`src/sa_pkg.sv`:
```
// Shared sizes, write bank codes, FSM state types and the accumulator word.

package sa_pkg;

    ////////////////////
    // Array sizes
    ////////////////////

    localparam int LANES      = 4;
    localparam int COLS       = 4;
    localparam int DATA_WIDTH = 8;
    localparam int ACC_WIDTH  = 16;
    localparam int VEC_DEPTH  = 32;
    localparam int WT_SETS    = 4;

    ////////////////////
    // Write addressing
    ////////////////////

    // Top two address bits select the bank.
    localparam int ADDR_WIDTH   = 10;
    localparam int OFFSET_WIDTH = ADDR_WIDTH - 2;

    typedef enum logic [ADDR_WIDTH-OFFSET_WIDTH-1:0] {
        BANK_DATA   = 2'b00,
        BANK_WEIGHT = 2'b01
    } sa_bank_e;

    ////////////////////
    // Types
    ////////////////////

    typedef logic [ACC_WIDTH-1:0] acc_t;

    typedef enum logic {
        DATA_IDLE,
        DATA_STREAM
    } data_state_e;

    typedef enum logic [1:0] {
        WT_IDLE,
        WT_LOAD,
        WT_RUN,
        WT_DRAIN
    } wt_state_e;

endpackage
```
`src/sa_stream_if.sv`:
```
// Activation vector stream from the data buffer to the systolic array.

interface sa_stream_if import sa_pkg::*; #(
    parameter int LANES = 4
) ();

    logic [LANES-1:0][DATA_WIDTH-1:0] vec;
    logic                             valid;
    logic                             last;
    logic                             done;

    // No back-pressure, so the sink only observes.
    modport source (
        output vec, valid, last, done
    );

    modport sink (
        input vec, valid, last, done
    );

endinterface

```
`src/sa_top.sv`:
```
// Systolic array top: write bank decode, activation streamer and weight array.

module sa_top import sa_pkg::*; (
    input  logic                  clk,
    input  logic                  reset_i,
    input  logic                  start_i,
    input  logic [1:0]            nth_conv_i,
    input  logic [4:0]            ofmap_size_i,
    input  logic                  wea_i,
    input  logic [ADDR_WIDTH-1:0] addr_i,
    input  logic [DATA_WIDTH-1:0] din_i,
    output acc_t [COLS-1:0]       accu_data_o,
    output logic                  accu_valid_o,
    output logic                  conv_done_o
);

    sa_bank_e                bank;
    logic [OFFSET_WIDTH-1:0] offset;
    logic                    data_wea;
    logic                    wt_wea;
    logic                    weight_ready;

    // Unused bank codes fall through with no write.
    assign bank     = sa_bank_e'(addr_i[ADDR_WIDTH-1:OFFSET_WIDTH]);
    assign offset   = addr_i[OFFSET_WIDTH-1:0];
    assign data_wea = wea_i && (bank == BANK_DATA);
    assign wt_wea   = wea_i && (bank == BANK_WEIGHT);

    sa_stream_if #(.LANES(LANES)) act_stream ();

    sa_data_input #(
        .LANES (LANES)
    ) u_data_input (
        .clk            (clk),
        .reset_i        (reset_i),
        .wea_i          (data_wea),
        .addr_i         (offset),
        .din_i          (din_i),
        .ofmap_size_i   (ofmap_size_i),
        .weight_ready_i (weight_ready),
        .stream         (act_stream.source)
    );

    sa_weight_top #(
        .LANES (LANES),
        .COLS  (COLS)
    ) u_weight_top (
        .clk            (clk),
        .reset_i        (reset_i),
        .start_i        (start_i),
        .nth_conv_i     (nth_conv_i),
        .wea_i          (wt_wea),
        .addr_i         (offset),
        .din_i          (din_i),
        .stream         (act_stream.sink),
        .weight_ready_o (weight_ready),
        .accu_data_o    (accu_data_o),
        .accu_valid_o   (accu_valid_o),
        .conv_done_o    (conv_done_o)
    );

endmodule

```
`src/sa_weight_top.sv`:
```
// Weight buffer, weight load FSM, input skew and the array of PE columns.
// Runs one convolution pass per start strobe.

module sa_weight_top import sa_pkg::*; #(
    parameter int LANES = 4,
    parameter int COLS  = 4
) (
    input  logic                    clk,
    input  logic                    reset_i,
    input  logic                    start_i,
    input  logic [1:0]              nth_conv_i,
    input  logic                    wea_i,
    input  logic [OFFSET_WIDTH-1:0] addr_i,
    input  logic [DATA_WIDTH-1:0]   din_i,
    sa_stream_if.sink               stream,
    output logic                    weight_ready_o,
    output acc_t [COLS-1:0]         accu_data_o,
    output logic                    accu_valid_o,
    output logic                    conv_done_o
);

    localparam int SET_SIZE   = LANES * COLS;
    localparam int WADDR_BITS = $clog2(WT_SETS * SET_SIZE);
    localparam int STG_BITS   = $clog2(SET_SIZE);
    localparam int CNT_BITS   = $clog2(SET_SIZE + LANES + 1);

    wt_state_e                           state_q;
    logic [CNT_BITS-1:0]                 cnt_q;
    logic [1:0]                          nth_q;
    logic                                weight_load_q;
    logic [WADDR_BITS-1:0]               rd_addr;
    logic [DATA_WIDTH-1:0]               wmem [WT_SETS * SET_SIZE];
    logic [SET_SIZE-1:0][DATA_WIDTH-1:0] stage_q;
    logic [LANES-1:0][DATA_WIDTH-1:0]    in_vec_q;
    logic                                in_valid_q;
    logic [LANES-1:0][DATA_WIDTH-1:0]    skew_vec;
    logic [COLS-1:0]                     col_valid;

    // Set-major layout: set, then lane, then column.
    always_ff @(posedge clk) begin
        if (wea_i && (int'(addr_i) < WT_SETS * SET_SIZE)) begin
            wmem[WADDR_BITS'(addr_i)] <= din_i;
        end
    end

    assign rd_addr = WADDR_BITS'(int'(nth_q) * SET_SIZE + int'(cnt_q));

    always_ff @(posedge clk) begin
        if (state_q == WT_LOAD) begin
            stage_q[cnt_q[STG_BITS-1:0]] <= wmem[rd_addr];
        end
    end

    ////////////////////
    // Control FSM
    ////////////////////

    always_ff @(posedge clk) begin
        if (reset_i) begin
            state_q       <= WT_IDLE;
            cnt_q         <= '0;
            nth_q         <= '0;
            weight_load_q <= 1'b0;
        end else begin
            weight_load_q <= (state_q == WT_LOAD) && (cnt_q == CNT_BITS'(SET_SIZE - 1));
            unique case (state_q)
                WT_IDLE: begin
                    if (start_i) begin
                        state_q <= WT_LOAD;
                        cnt_q   <= '0;
                        nth_q   <= nth_conv_i;
                    end
                end
                WT_LOAD: begin
                    cnt_q <= cnt_q + 1'b1;
                    if (cnt_q == CNT_BITS'(SET_SIZE - 1)) begin
                        state_q <= WT_RUN;
                        cnt_q   <= '0;
                    end
                end
                WT_RUN: begin
                    if (stream.done) begin
                        state_q <= WT_DRAIN;
                        cnt_q   <= '0;
                    end
                end
                WT_DRAIN: begin
                    cnt_q <= cnt_q + 1'b1;
                    if (cnt_q == CNT_BITS'(LANES)) begin
                        state_q <= WT_IDLE;
                    end
                end
                default: state_q <= WT_IDLE;
            endcase
        end
    end

    assign weight_ready_o = (state_q == WT_RUN);
    assign conv_done_o    = (state_q == WT_DRAIN) && (cnt_q == CNT_BITS'(LANES));

    ////////////////////
    // Input skew
    ////////////////////

    always_ff @(posedge clk) begin
        if (reset_i) begin
            in_valid_q <= 1'b0;
        end else begin
            in_valid_q <= stream.valid;
        end
    end

    always_ff @(posedge clk) begin
        in_vec_q <= stream.vec;
    end

    // Lane k is delayed k cycles so it meets stage k of each column.
    for (genvar k = 0; k < LANES; k++) begin : g_skew
        if (k == 0) begin : g_direct
            assign skew_vec[0] = in_vec_q[0];
        end else begin : g_delay
            logic [k-1:0][DATA_WIDTH-1:0] dly_q;

            always_ff @(posedge clk) begin
                dly_q[0] <= in_vec_q[k];
                for (int i = 1; i < k; i++) begin
                    dly_q[i] <= dly_q[i-1];
                end
            end

            assign skew_vec[k] = dly_q[k-1];
        end
    end

    for (genvar c = 0; c < COLS; c++) begin : g_col
        logic [LANES-1:0][DATA_WIDTH-1:0] col_wt;

        for (genvar k = 0; k < LANES; k++) begin : g_wt
            assign col_wt[k] = stage_q[k * COLS + c];
        end

        sa_pe_column #(
            .LANES (LANES)
        ) u_col (
            .clk           (clk),
            .reset_i       (reset_i),
            .weight_load_i (weight_load_q),
            .weight_i      (col_wt),
            .act_i         (skew_vec),
            .act_valid_i   (in_valid_q),
            .sum_o         (accu_data_o[c]),
            .sum_valid_o   (col_valid[c])
        );
    end

    assign accu_valid_o = &col_valid;

    a_valid_in_run: assert property (@(posedge clk) disable iff (reset_i)
        stream.valid |-> state_q == WT_RUN)
        else $error("Activation vector arrived outside RUN");

endmodule

```
`src/sa_pe_column.sv`:
```
// One systolic column: a chain of multiply-accumulate stages holding
// stationary signed weights.

module sa_pe_column import sa_pkg::*; #(
    parameter int LANES = 4
) (
    input  logic                             clk,
    input  logic                             reset_i,
    input  logic                             weight_load_i,
    input  logic [LANES-1:0][DATA_WIDTH-1:0] weight_i,
    input  logic [LANES-1:0][DATA_WIDTH-1:0] act_i,
    input  logic                             act_valid_i,
    output acc_t                             sum_o,
    output logic                             sum_valid_o
);

    logic signed [DATA_WIDTH-1:0] w_q [LANES];
    acc_t                         psum_q [LANES];
    logic [LANES-1:0]             valid_q;

    always_ff @(posedge clk) begin
        if (weight_load_i) begin
            for (int k = 0; k < LANES; k++) begin
                w_q[k] <= $signed(weight_i[k]);
            end
        end
    end

    // Stage k adds lane k, which arrives k cycles after lane 0.
    for (genvar k = 0; k < LANES; k++) begin : g_stage
        logic signed [ACC_WIDTH-1:0] prod;

        assign prod = $signed({1'b0, act_i[k]}) * w_q[k];

        if (k == 0) begin : g_first
            always_ff @(posedge clk) begin
                psum_q[0] <= prod;
            end
        end else begin : g_next
            always_ff @(posedge clk) begin
                psum_q[k] <= psum_q[k-1] + prod;
            end
        end
    end

    always_ff @(posedge clk) begin
        if (reset_i) begin
            valid_q <= '0;
        end else begin
            valid_q <= {valid_q[LANES-2:0], act_valid_i};
        end
    end

    assign sum_o       = psum_q[LANES-1];
    assign sum_valid_o = valid_q[LANES-1];

    a_load_when_empty: assert property (@(posedge clk) disable iff (reset_i)
        weight_load_i |-> !act_valid_i && (valid_q == '0))
        else $error("Weights replaced while vectors are in the column");

endmodule

```
`src/sa_data_input.sv`:
```
// Activation buffer in per-lane banks and the sequencer that streams
// one vector per cycle once the weights are in place.

module sa_data_input import sa_pkg::*; #(
    parameter int LANES = 4
) (
    input  logic                    clk,
    input  logic                    reset_i,
    input  logic                    wea_i,
    input  logic [OFFSET_WIDTH-1:0] addr_i,
    input  logic [DATA_WIDTH-1:0]   din_i,
    input  logic [4:0]              ofmap_size_i,
    input  logic                    weight_ready_i,
    sa_stream_if.source             stream
);

    localparam int LANE_BITS = $clog2(LANES);
    localparam int ROW_BITS  = $clog2(VEC_DEPTH);

    data_state_e                      state_q;
    logic [ROW_BITS-1:0]              row_q;
    logic [ROW_BITS-1:0]              count_q;
    logic                             ready_q;
    logic                             wr_en;
    logic [LANE_BITS-1:0]             wr_lane;
    logic [ROW_BITS-1:0]              wr_row;
    logic [LANES-1:0][DATA_WIDTH-1:0] rd_vec;

    // Low offset bits pick the lane bank, the rest pick the row.
    assign wr_en   = wea_i && (int'(addr_i) < VEC_DEPTH * LANES);
    assign wr_lane = addr_i[LANE_BITS-1:0];
    assign wr_row  = ROW_BITS'(addr_i >> LANE_BITS);

    for (genvar k = 0; k < LANES; k++) begin : g_bank
        logic [DATA_WIDTH-1:0] mem [VEC_DEPTH];
        logic [DATA_WIDTH-1:0] rd_q;

        always_ff @(posedge clk) begin
            if (wr_en && wr_lane == LANE_BITS'(k)) begin
                mem[wr_row] <= din_i;
            end
            if (state_q == DATA_STREAM) begin
                rd_q <= mem[row_q];
            end
        end

        assign rd_vec[k] = rd_q;
    end

    assign stream.vec = rd_vec;

    ////////////////////
    // Stream sequencer
    ////////////////////

    always_ff @(posedge clk) begin
        if (reset_i) begin
            state_q      <= DATA_IDLE;
            row_q        <= '0;
            count_q      <= '0;
            ready_q      <= 1'b0;
            stream.valid <= 1'b0;
            stream.last  <= 1'b0;
            stream.done  <= 1'b0;
        end else begin
            ready_q      <= weight_ready_i;
            stream.valid <= 1'b0;
            stream.last  <= 1'b0;
            // Done follows the final vector by one cycle.
            stream.done  <= stream.last;
            unique case (state_q)
                DATA_IDLE: begin
                    if (weight_ready_i && !ready_q) begin
                        state_q <= DATA_STREAM;
                        row_q   <= '0;
                        count_q <= ofmap_size_i;
                    end
                end
                DATA_STREAM: begin
                    stream.valid <= 1'b1;
                    stream.last  <= (row_q == count_q);
                    row_q        <= row_q + 1'b1;
                    if (row_q == count_q) begin
                        state_q <= DATA_IDLE;
                    end
                end
                default: state_q <= DATA_IDLE;
            endcase
        end
    end

    a_valid_needs_ready: assert property (@(posedge clk) disable iff (reset_i)
        $rose(stream.valid) |-> weight_ready_i)
        else $error("Activation stream started without loaded weights");

    // The weights must stay loaded up to the final vector.
    a_last_with_valid: assert property (@(posedge clk) disable iff (reset_i)
        stream.last |-> stream.valid && weight_ready_i)
        else $error("Stream last seen without valid or loaded weights");

endmodule

```
`config.mk`:
```
export PLATFORM = sky130hd
export DESIGN_NAME = sa_top
export DESIGN_NICKNAME = d
export VERILOG_FILES = /design/src/sa_pkg.sv /design/src/sa_stream_if.sv /design/src/sa_top.sv /design/src/sa_weight_top.sv /design/src/sa_pe_column.sv /design/src/sa_data_input.sv
export SDC_FILE = /design/constraint.sdc
export NUM_CORES = 2
export LEC_CHECK = 0
export BUFFER_PORTS_ARGS = -buffer_cell sky130_fd_sc_hd__buf_2
export CAP_MARGIN = 20
export CORE_MARGIN = 1.5
export CORE_UTILIZATION = 30
export CTS_CLUSTER_SIZE = 28
export DETAILED_ROUTE_END_ITERATION = 16
export GPL_ROUTABILITY_DRIVEN = 0
export PLACE_DENSITY = 0.55
export SLEW_MARGIN = 5
export SYNTH_ARGS = -nofsm -noshare
export SYNTH_HDL_FRONTEND = slang
export SYNTH_SLANG_ARGS = --single-unit
```
`constraint.sdc`:
```
create_clock -name clk -period 6.55 [get_ports clk]
set_input_delay 1.965 -clock clk [delete_from_list [all_inputs] [get_ports clk]]
set_output_delay 1.965 -clock clk [all_outputs]
set_load 0.005 [all_outputs]
```
; ---- After elaboration in Yosys (flattened, before gate mapping)
; Memories as Yosys holds them, arrays and structs flattened. A register that Yosys moved wholly into a read port is not among the register bits.
; Index checks and enable logic that the tools add are counted.
; Widths: inputs -> output; s select.
[word_totals]
memories = 13
input_bits = 29
ram_bits = 1920
out_inout_bits = 66
regBits = 250
elab_cells = 158
[mem_list]
columns = memory, words, width, rd, rd_ports_with_merged_regs, wr, line
row1 = u_weight_top.wmem, 64, 8, 1, 0, 1, sa_weight_top.sv:32  ; logic [DATA_WIDTH-1:0] wmem [WT_SETS * SET_SIZE];
row2 = u_data_input.g_bank[0].mem, 32, 8, 1, 1, 1, sa_data_input.sv:35  ; logic [DATA_WIDTH-1:0] mem [VEC_DEPTH];
row3 = u_data_input.g_bank[1].mem, 32, 8, 1, 1, 1, sa_data_input.sv:35
row4 = u_data_input.g_bank[2].mem, 32, 8, 1, 1, 1, sa_data_input.sv:35
row5 = u_data_input.g_bank[3].mem, 32, 8, 1, 1, 1, sa_data_input.sv:35
row6 = u_weight_top.g_col[0].u_col.psum_q, 4, 16, 4, 0, 4, sa_pe_column.sv:18  ; acc_t psum_q [LANES];
row7 = +7 memories, n/a, n/a, n/a, n/a, n/a, n/a
[op_classes]
bitwise_logic = 1
magnitude_cmp = 4
eq_ne = 15
multipliers = 16
n_reduce_logical = 22
addsub = 15
muxes = 30
[ops]
columns = op, n
row1 = $mul 9x8->16, 16
row2 = $add 16x16->16, 12
row3 = $bwmux 128, 1
row4 = $demux 8 s4, 1
row5 = $mux 5, 4
row6 = $pmux 5 s4, 1
row7 = $mux 1, 15
row8 = $logic_and 1x1->1, 12
row9 = $add 5x1->5 const B, 2
row10 = $pmux 5 s2, 1
row11 = $eq 2x2->1 const B, 4
row12 = $lt 8x7->1 const B, 1
row13 = $lt 8x8->1 const B, 1
row14 = $mux 2, 4
row15 = $mux 8, 1
row16 = $pmux 2 s4, 1
row17 = $reduce_and 4->1, 2
row18 = $add 6x5->6, 1
row19 = $eq 2x1->1 const B, 3
row20 = $logic_not 2->1, 3
row21 = $ne 2x1->1 const B, 3
row22 = $reduce_and 2->1, 3
row23 = $eq 5x3->1 const B, 1
row24 = $eq 5x4->1 const B, 1
row25 = 8 further kinds, 9

; ---- Longest topological paths before layout
[depth]
depth_word = 6
mapped_depth = 17
ltp_nobuf = 16

; ---- By module
; Synthesis repeated with hierarchy kept, for this count alone.
[hier_totals]
hier_cells = 8083
hier_area_um2 = 115779.8
[by_module_without_submodules]
columns = mod, area_per_inst_um2, seq_area_each_um2, instances, cells_per_inst
row1 = sa_data_input, 40988.1, 32010.7, 1, 1971
row2 = sa_weight_top, 26117.5, 21040.2, 1, 1233
row3 = sa_pe_column (u_weight_top.g_col[0].u_col ...), 12208.0, 2322.2, 2, 1228
row4 = sa_pe_column (u_weight_top.g_col[2].u_col), 12137.9, 2322.2, 1, 1212
row5 = sa_pe_column (u_weight_top.g_col[3].u_col), 12099.1, 2322.2, 1, 1209
row6 = sa_top, 21.3, 0.0, 1, 2

; ---- Worst setup path before layout
; No wires, ideal clock.
[synth_path]
path_type = reg2reg
from = register u_weight_top.g_skew[1].g_delay.dly_q[6] (netlist name)
to = memory u_weight_top.g_col[3].u_col.psum_q[1][14] (netlist name)
setup_ns = 0.106
synth_period_minus_slack_ns = 4.674
t_arrival_ns = 4.568
path_buffers = 1
path_stages_with_launch = 17
path_slack_ns = 1.876
required_time_ns = 6.444
cell_sequence = dfxtp_1 clkbuf_1 nand2_1 fa_1 inv_1 fa_1 inv_1 fa_1 inv_1 fa_1 fa_1 ha_1 inv_1 o21ai_0 a2111oi_0 or3_1 o311ai_0
[synth_lines]
columns = item, line
row1 = from (decl), sa_weight_top.sv:122  ; logic [k-1:0][DATA_WIDTH-1:0] dly_q;
row2 = "from (signal, indexed assignment)", sa_weight_top.sv:127  ; dly_q[i] <= dly_q[i-1];
row3 = to (decl), sa_pe_column.sv:18

==> out/qor.csv <==
metric,value,unit
min_period_over_period,80.6,%
p_leak,49.5,nW
nets,9531,
ir_drop,0.459,mV
final_common_cell,edfxtp_1,
ant_nets,0,
syn_nets,9370,
die_h,623,um
num_vias,61400,
grt_pass1_wl,408000,um
synth_edf_count,1824,
post_cts_resized,0,
setup_viol,0,
cp_top_family,adder cells,
fin_setup_tns,0,ns
area_growth,12.6,%
layout-drive-gt1-share,13.1,%
pre_cts_ws,1.30,ns
cp-endpoint,u_weight_top.g_col[1].u_col.psum_q[2][13],
finalHoldViolations,0,
rsz0062_at_grt,no,
ys.flop_type,edfxtp_1,
cp-start-kind,flip-flop,
start_util,30.2,%
max_stage_delay,0.76,ns
synth_top_area_share,47.5,%
drv_cap,0,
track_usage,13.6,%
slew_viol_final,0,
cp_data_required_time,7.26,ns
cts.sink_count,2190,
netlist_area,0.115,mm2
drcViolationCount,0,
r2r_start,u_weight_top.g_skew[2].g_delay.dly_q[14],
cts_made_buffers,228,
crit_fanout,16,
routedWlPerCell,20.1,um
grt_pass1_vias,65000,
yosysUniqueCellTypes,64,
max_freq,189,MHz
layout_min_cycle_time,5.28,ns
worst-path-stages,16,
synthTopCellsByArea,"edfxtp_1 48%, fa_1 13%, mux4_2 8.7%",
drtIter0Drc,4482,
io_buffer_count,94,
postCtsSetupBuffers,0,
rows,227,
hold_buffers,0,
reg2reg_depth,16,
hp-class,reg -> reg,
status,"complete, no violations",
first_pass_iters,5,
antenna_found_initial,26,
path_buf_inv,4,
rrSetupSlack,1.27,ns
yosysWarnings,0,
synth_top_area_cell,edfxtp_1,
dp_hpwl,183000,um
final_cell_mix,"1,824 x edfxtp_1, 1,114 x inv_1, 760 x fa_1",
coreArea,0.382,mm2
viasPerCell,4.62,
power.total,68.3,mW
cts.reportedPaths.clkPinSlew,0.06,ns
worst_slew_pin_slew,1.21,ns
cts_tree,yes,
dieArea,0.388,mm2
powerDensity,526,mW/mm2
finClkSkew,0.145,ns
cpMaxStageDelayCell,dfxtp_1,
wirelength,266000,um
ys_ff_latch,2190,
slew_headroom,19.1,%
grt_max_degree,193,
setup_ws,1.27,ns
cp.arrival,5.99,ns
crit-reg2reg-capture,u_weight_top.g_col[1].u_col.psum_q[2][13],
n_fill_cell,36900,
cp_common_cell,fa_1,
async_flop_share,0,%
synth-seq-area-share,53.9,%
synth_cells,7868,
startpoint,u_weight_top.g_skew[2].g_delay.dly_q[14],
cts_max_path_buffers,4,
overflow,0,
ios,95,
syn_avg_cell_area,14.7,um2
crit_type,reg -> reg,
crit_chain,"buf_4, nand2_1, fa_1, inv_1, fa_1, inv_1, fa_1, inv_1, fa_1, fa_1, ha_1, o21a_1, a21oi_1, o21a_1, o21ai_0, a311o_1",
endpoint_kind,flip-flop,
die_w,623,um
clk-insertion-delay-late,0.93,ns
clock-root-buffer,clkbuf_16,
cts.htree.levels,4,
-- stage by stage --
step                instance area (um2)  cells  hold slack (ns)  utilization, %
floorplan                        115000   7868            0.310               -
global placement                 122000  12800            0.314            31.9
CTS                              130000  13300            0.324            33.9
global route                     130000  13300            0.328            33.9
finish                           130000  13300            0.322            33.9
detailed placement               122000  12800            0.312            31.9
-- worst min path at each step --
| stage | startpoint | end | slack, ns | cells past startpoint |
|---|---|---|---|---|
| after global routing | u_weight_top.in_vec_q[10] | u_weight_top.g_skew[1].g_delay.dly_q[2] | 0.33 | 0 |
| after detailed placement | u_weight_top.in_vec_q[14] | u_weight_top.g_skew[1].g_delay.dly_q[6] | 0.31 | 0 |
| after CTS | u_weight_top.g_skew[3].g_delay.dly_q[4] | u_weight_top.g_skew[3].g_delay.dly_q[12] | 0.32 | 0 |
| final | u_weight_top.g_skew[3].g_delay.dly_q[4] | u_weight_top.g_skew[3].g_delay.dly_q[12] | 0.32 | 0 |
| after floorplan | u_weight_top.in_vec_q[8] | u_weight_top.g_skew[1].g_delay.dly_q[0] | 0.31 | 0 |
| after global placement | u_weight_top.in_vec_q[10] | u_weight_top.g_skew[1].g_delay.dly_q[2] | 0.31 | 0 |
-- state kept, by name, summed over array words and instances, names as in the netlist, 32 cells and up --
signal	cells
u_data_input.g_bank.mem	1024
u_weight_top.wmem	512
u_weight_top.g_col.u_col.psum_q	256
u_weight_top.g_col.col_wt	128
u_weight_top.g_col.u_col.w_q	128
u_weight_top.g_skew.g_delay.dly_q	48
u_data_input.g_bank.rd_q	32
u_weight_top.in_vec_q	32
-- Yosys cell counts (all sizes together) (7+ instances only) --
cell,n
edfxtp,1824
inv,1114
fa,760
ha,713
nand2,540
and2,492
mux4,447
dfxtp,366
nor2,341
clkbuf,184
xnor2,165
nor2b,102
a21oi,99
buf,79
xor2,61
nand2b,60
nor3,58
o21ai,49
nand3,46
mux2,40
a21o,37
a22oi,26
o211ai,26
o21bai,22
a221oi,21
nand4,17
o21a,16
and3,11
nand3b,11
or3,11
a22o,10
a211o,9
mux2i,9
a211oi,8
o2111ai,8
o311ai,8
o41ai,8
a2111oi,7
-- routing by layer --
layer / up-vias / track usage, % / routed length, um
li1: 27700 / - / -
met1: 31800 / 19.2 / 122000
met2: 1490 / 22.4 / 126000
met3: 329 / 1.75 / 13100
met4: 6 / 3.06 / 5840
met5: - / 0 / 34
-- logic make-up (layout without fill, tap and decap cells) --
| family | count (synthesis) | in the layout | share of synthesized area (%) |
|---|---|---|---|
| flip-flops | 2190 | 2190 | 53.9 |
| multiplexers | 496 | 496 | 9.20 |
| XOR/XNOR | 226 | 226 | 1.72 |
| AND/OR/NAND/NOR | 1710 | 1710 | 7.28 |
| buffers and inverters | 1378 | 1733 | 4.63 |
| AO/OA/AOI/OAI | 395 | 395 | 2.37 |
| adder cells (fa/ha/maj) | 1473 | 1473 | 20.9 |
| other | 0 | 5 | 0 |
-- worst register-to-register path: stages (launching register included) --
cell	delay [ns]
dfxtp_1	0.76
buf_4	0.35
nand2_1	0.12
fa_1	0.54
inv_1	0.06
fa_1	0.51
inv_1	0.06
fa_1	0.53
inv_1	0.05
fa_1	0.39
fa_1	0.47
ha_1	0.33
o21a_1	0.14
a21oi_1	0.20
o21a_1	0.17
o21ai_0	0.14
a311o_1	0.35
-- power breakdown --
group	internal [mW]	leakage [nW]	switching, mW	total, mW
logic	16.5	26.2	20.7	37.1
registers	16.9	19.5	0.736	17.7
clock network	7.83	3.77	5.61	13.4
-- final cells by class --
type | instances | area (um2) | share of cell area, %
Clock inverter | 152 | 1780 | 1.37
Sequential cell | 2190 | 62100 | 47.9
Multi-Input combinational cell | 4300 | 48000 | 37.0
Tap cell | 5038 | 6300 | 4.86
Timing Repair Buffer | 194 | 1410 | 1.09
Antenna cell | 5 | 12.5 | 0.00964
Inverter | 1115 | 4190 | 3.22
Clock buffer | 272 | 5980 | 4.61
No activity file was read; power rests on OpenSTA's default activity.
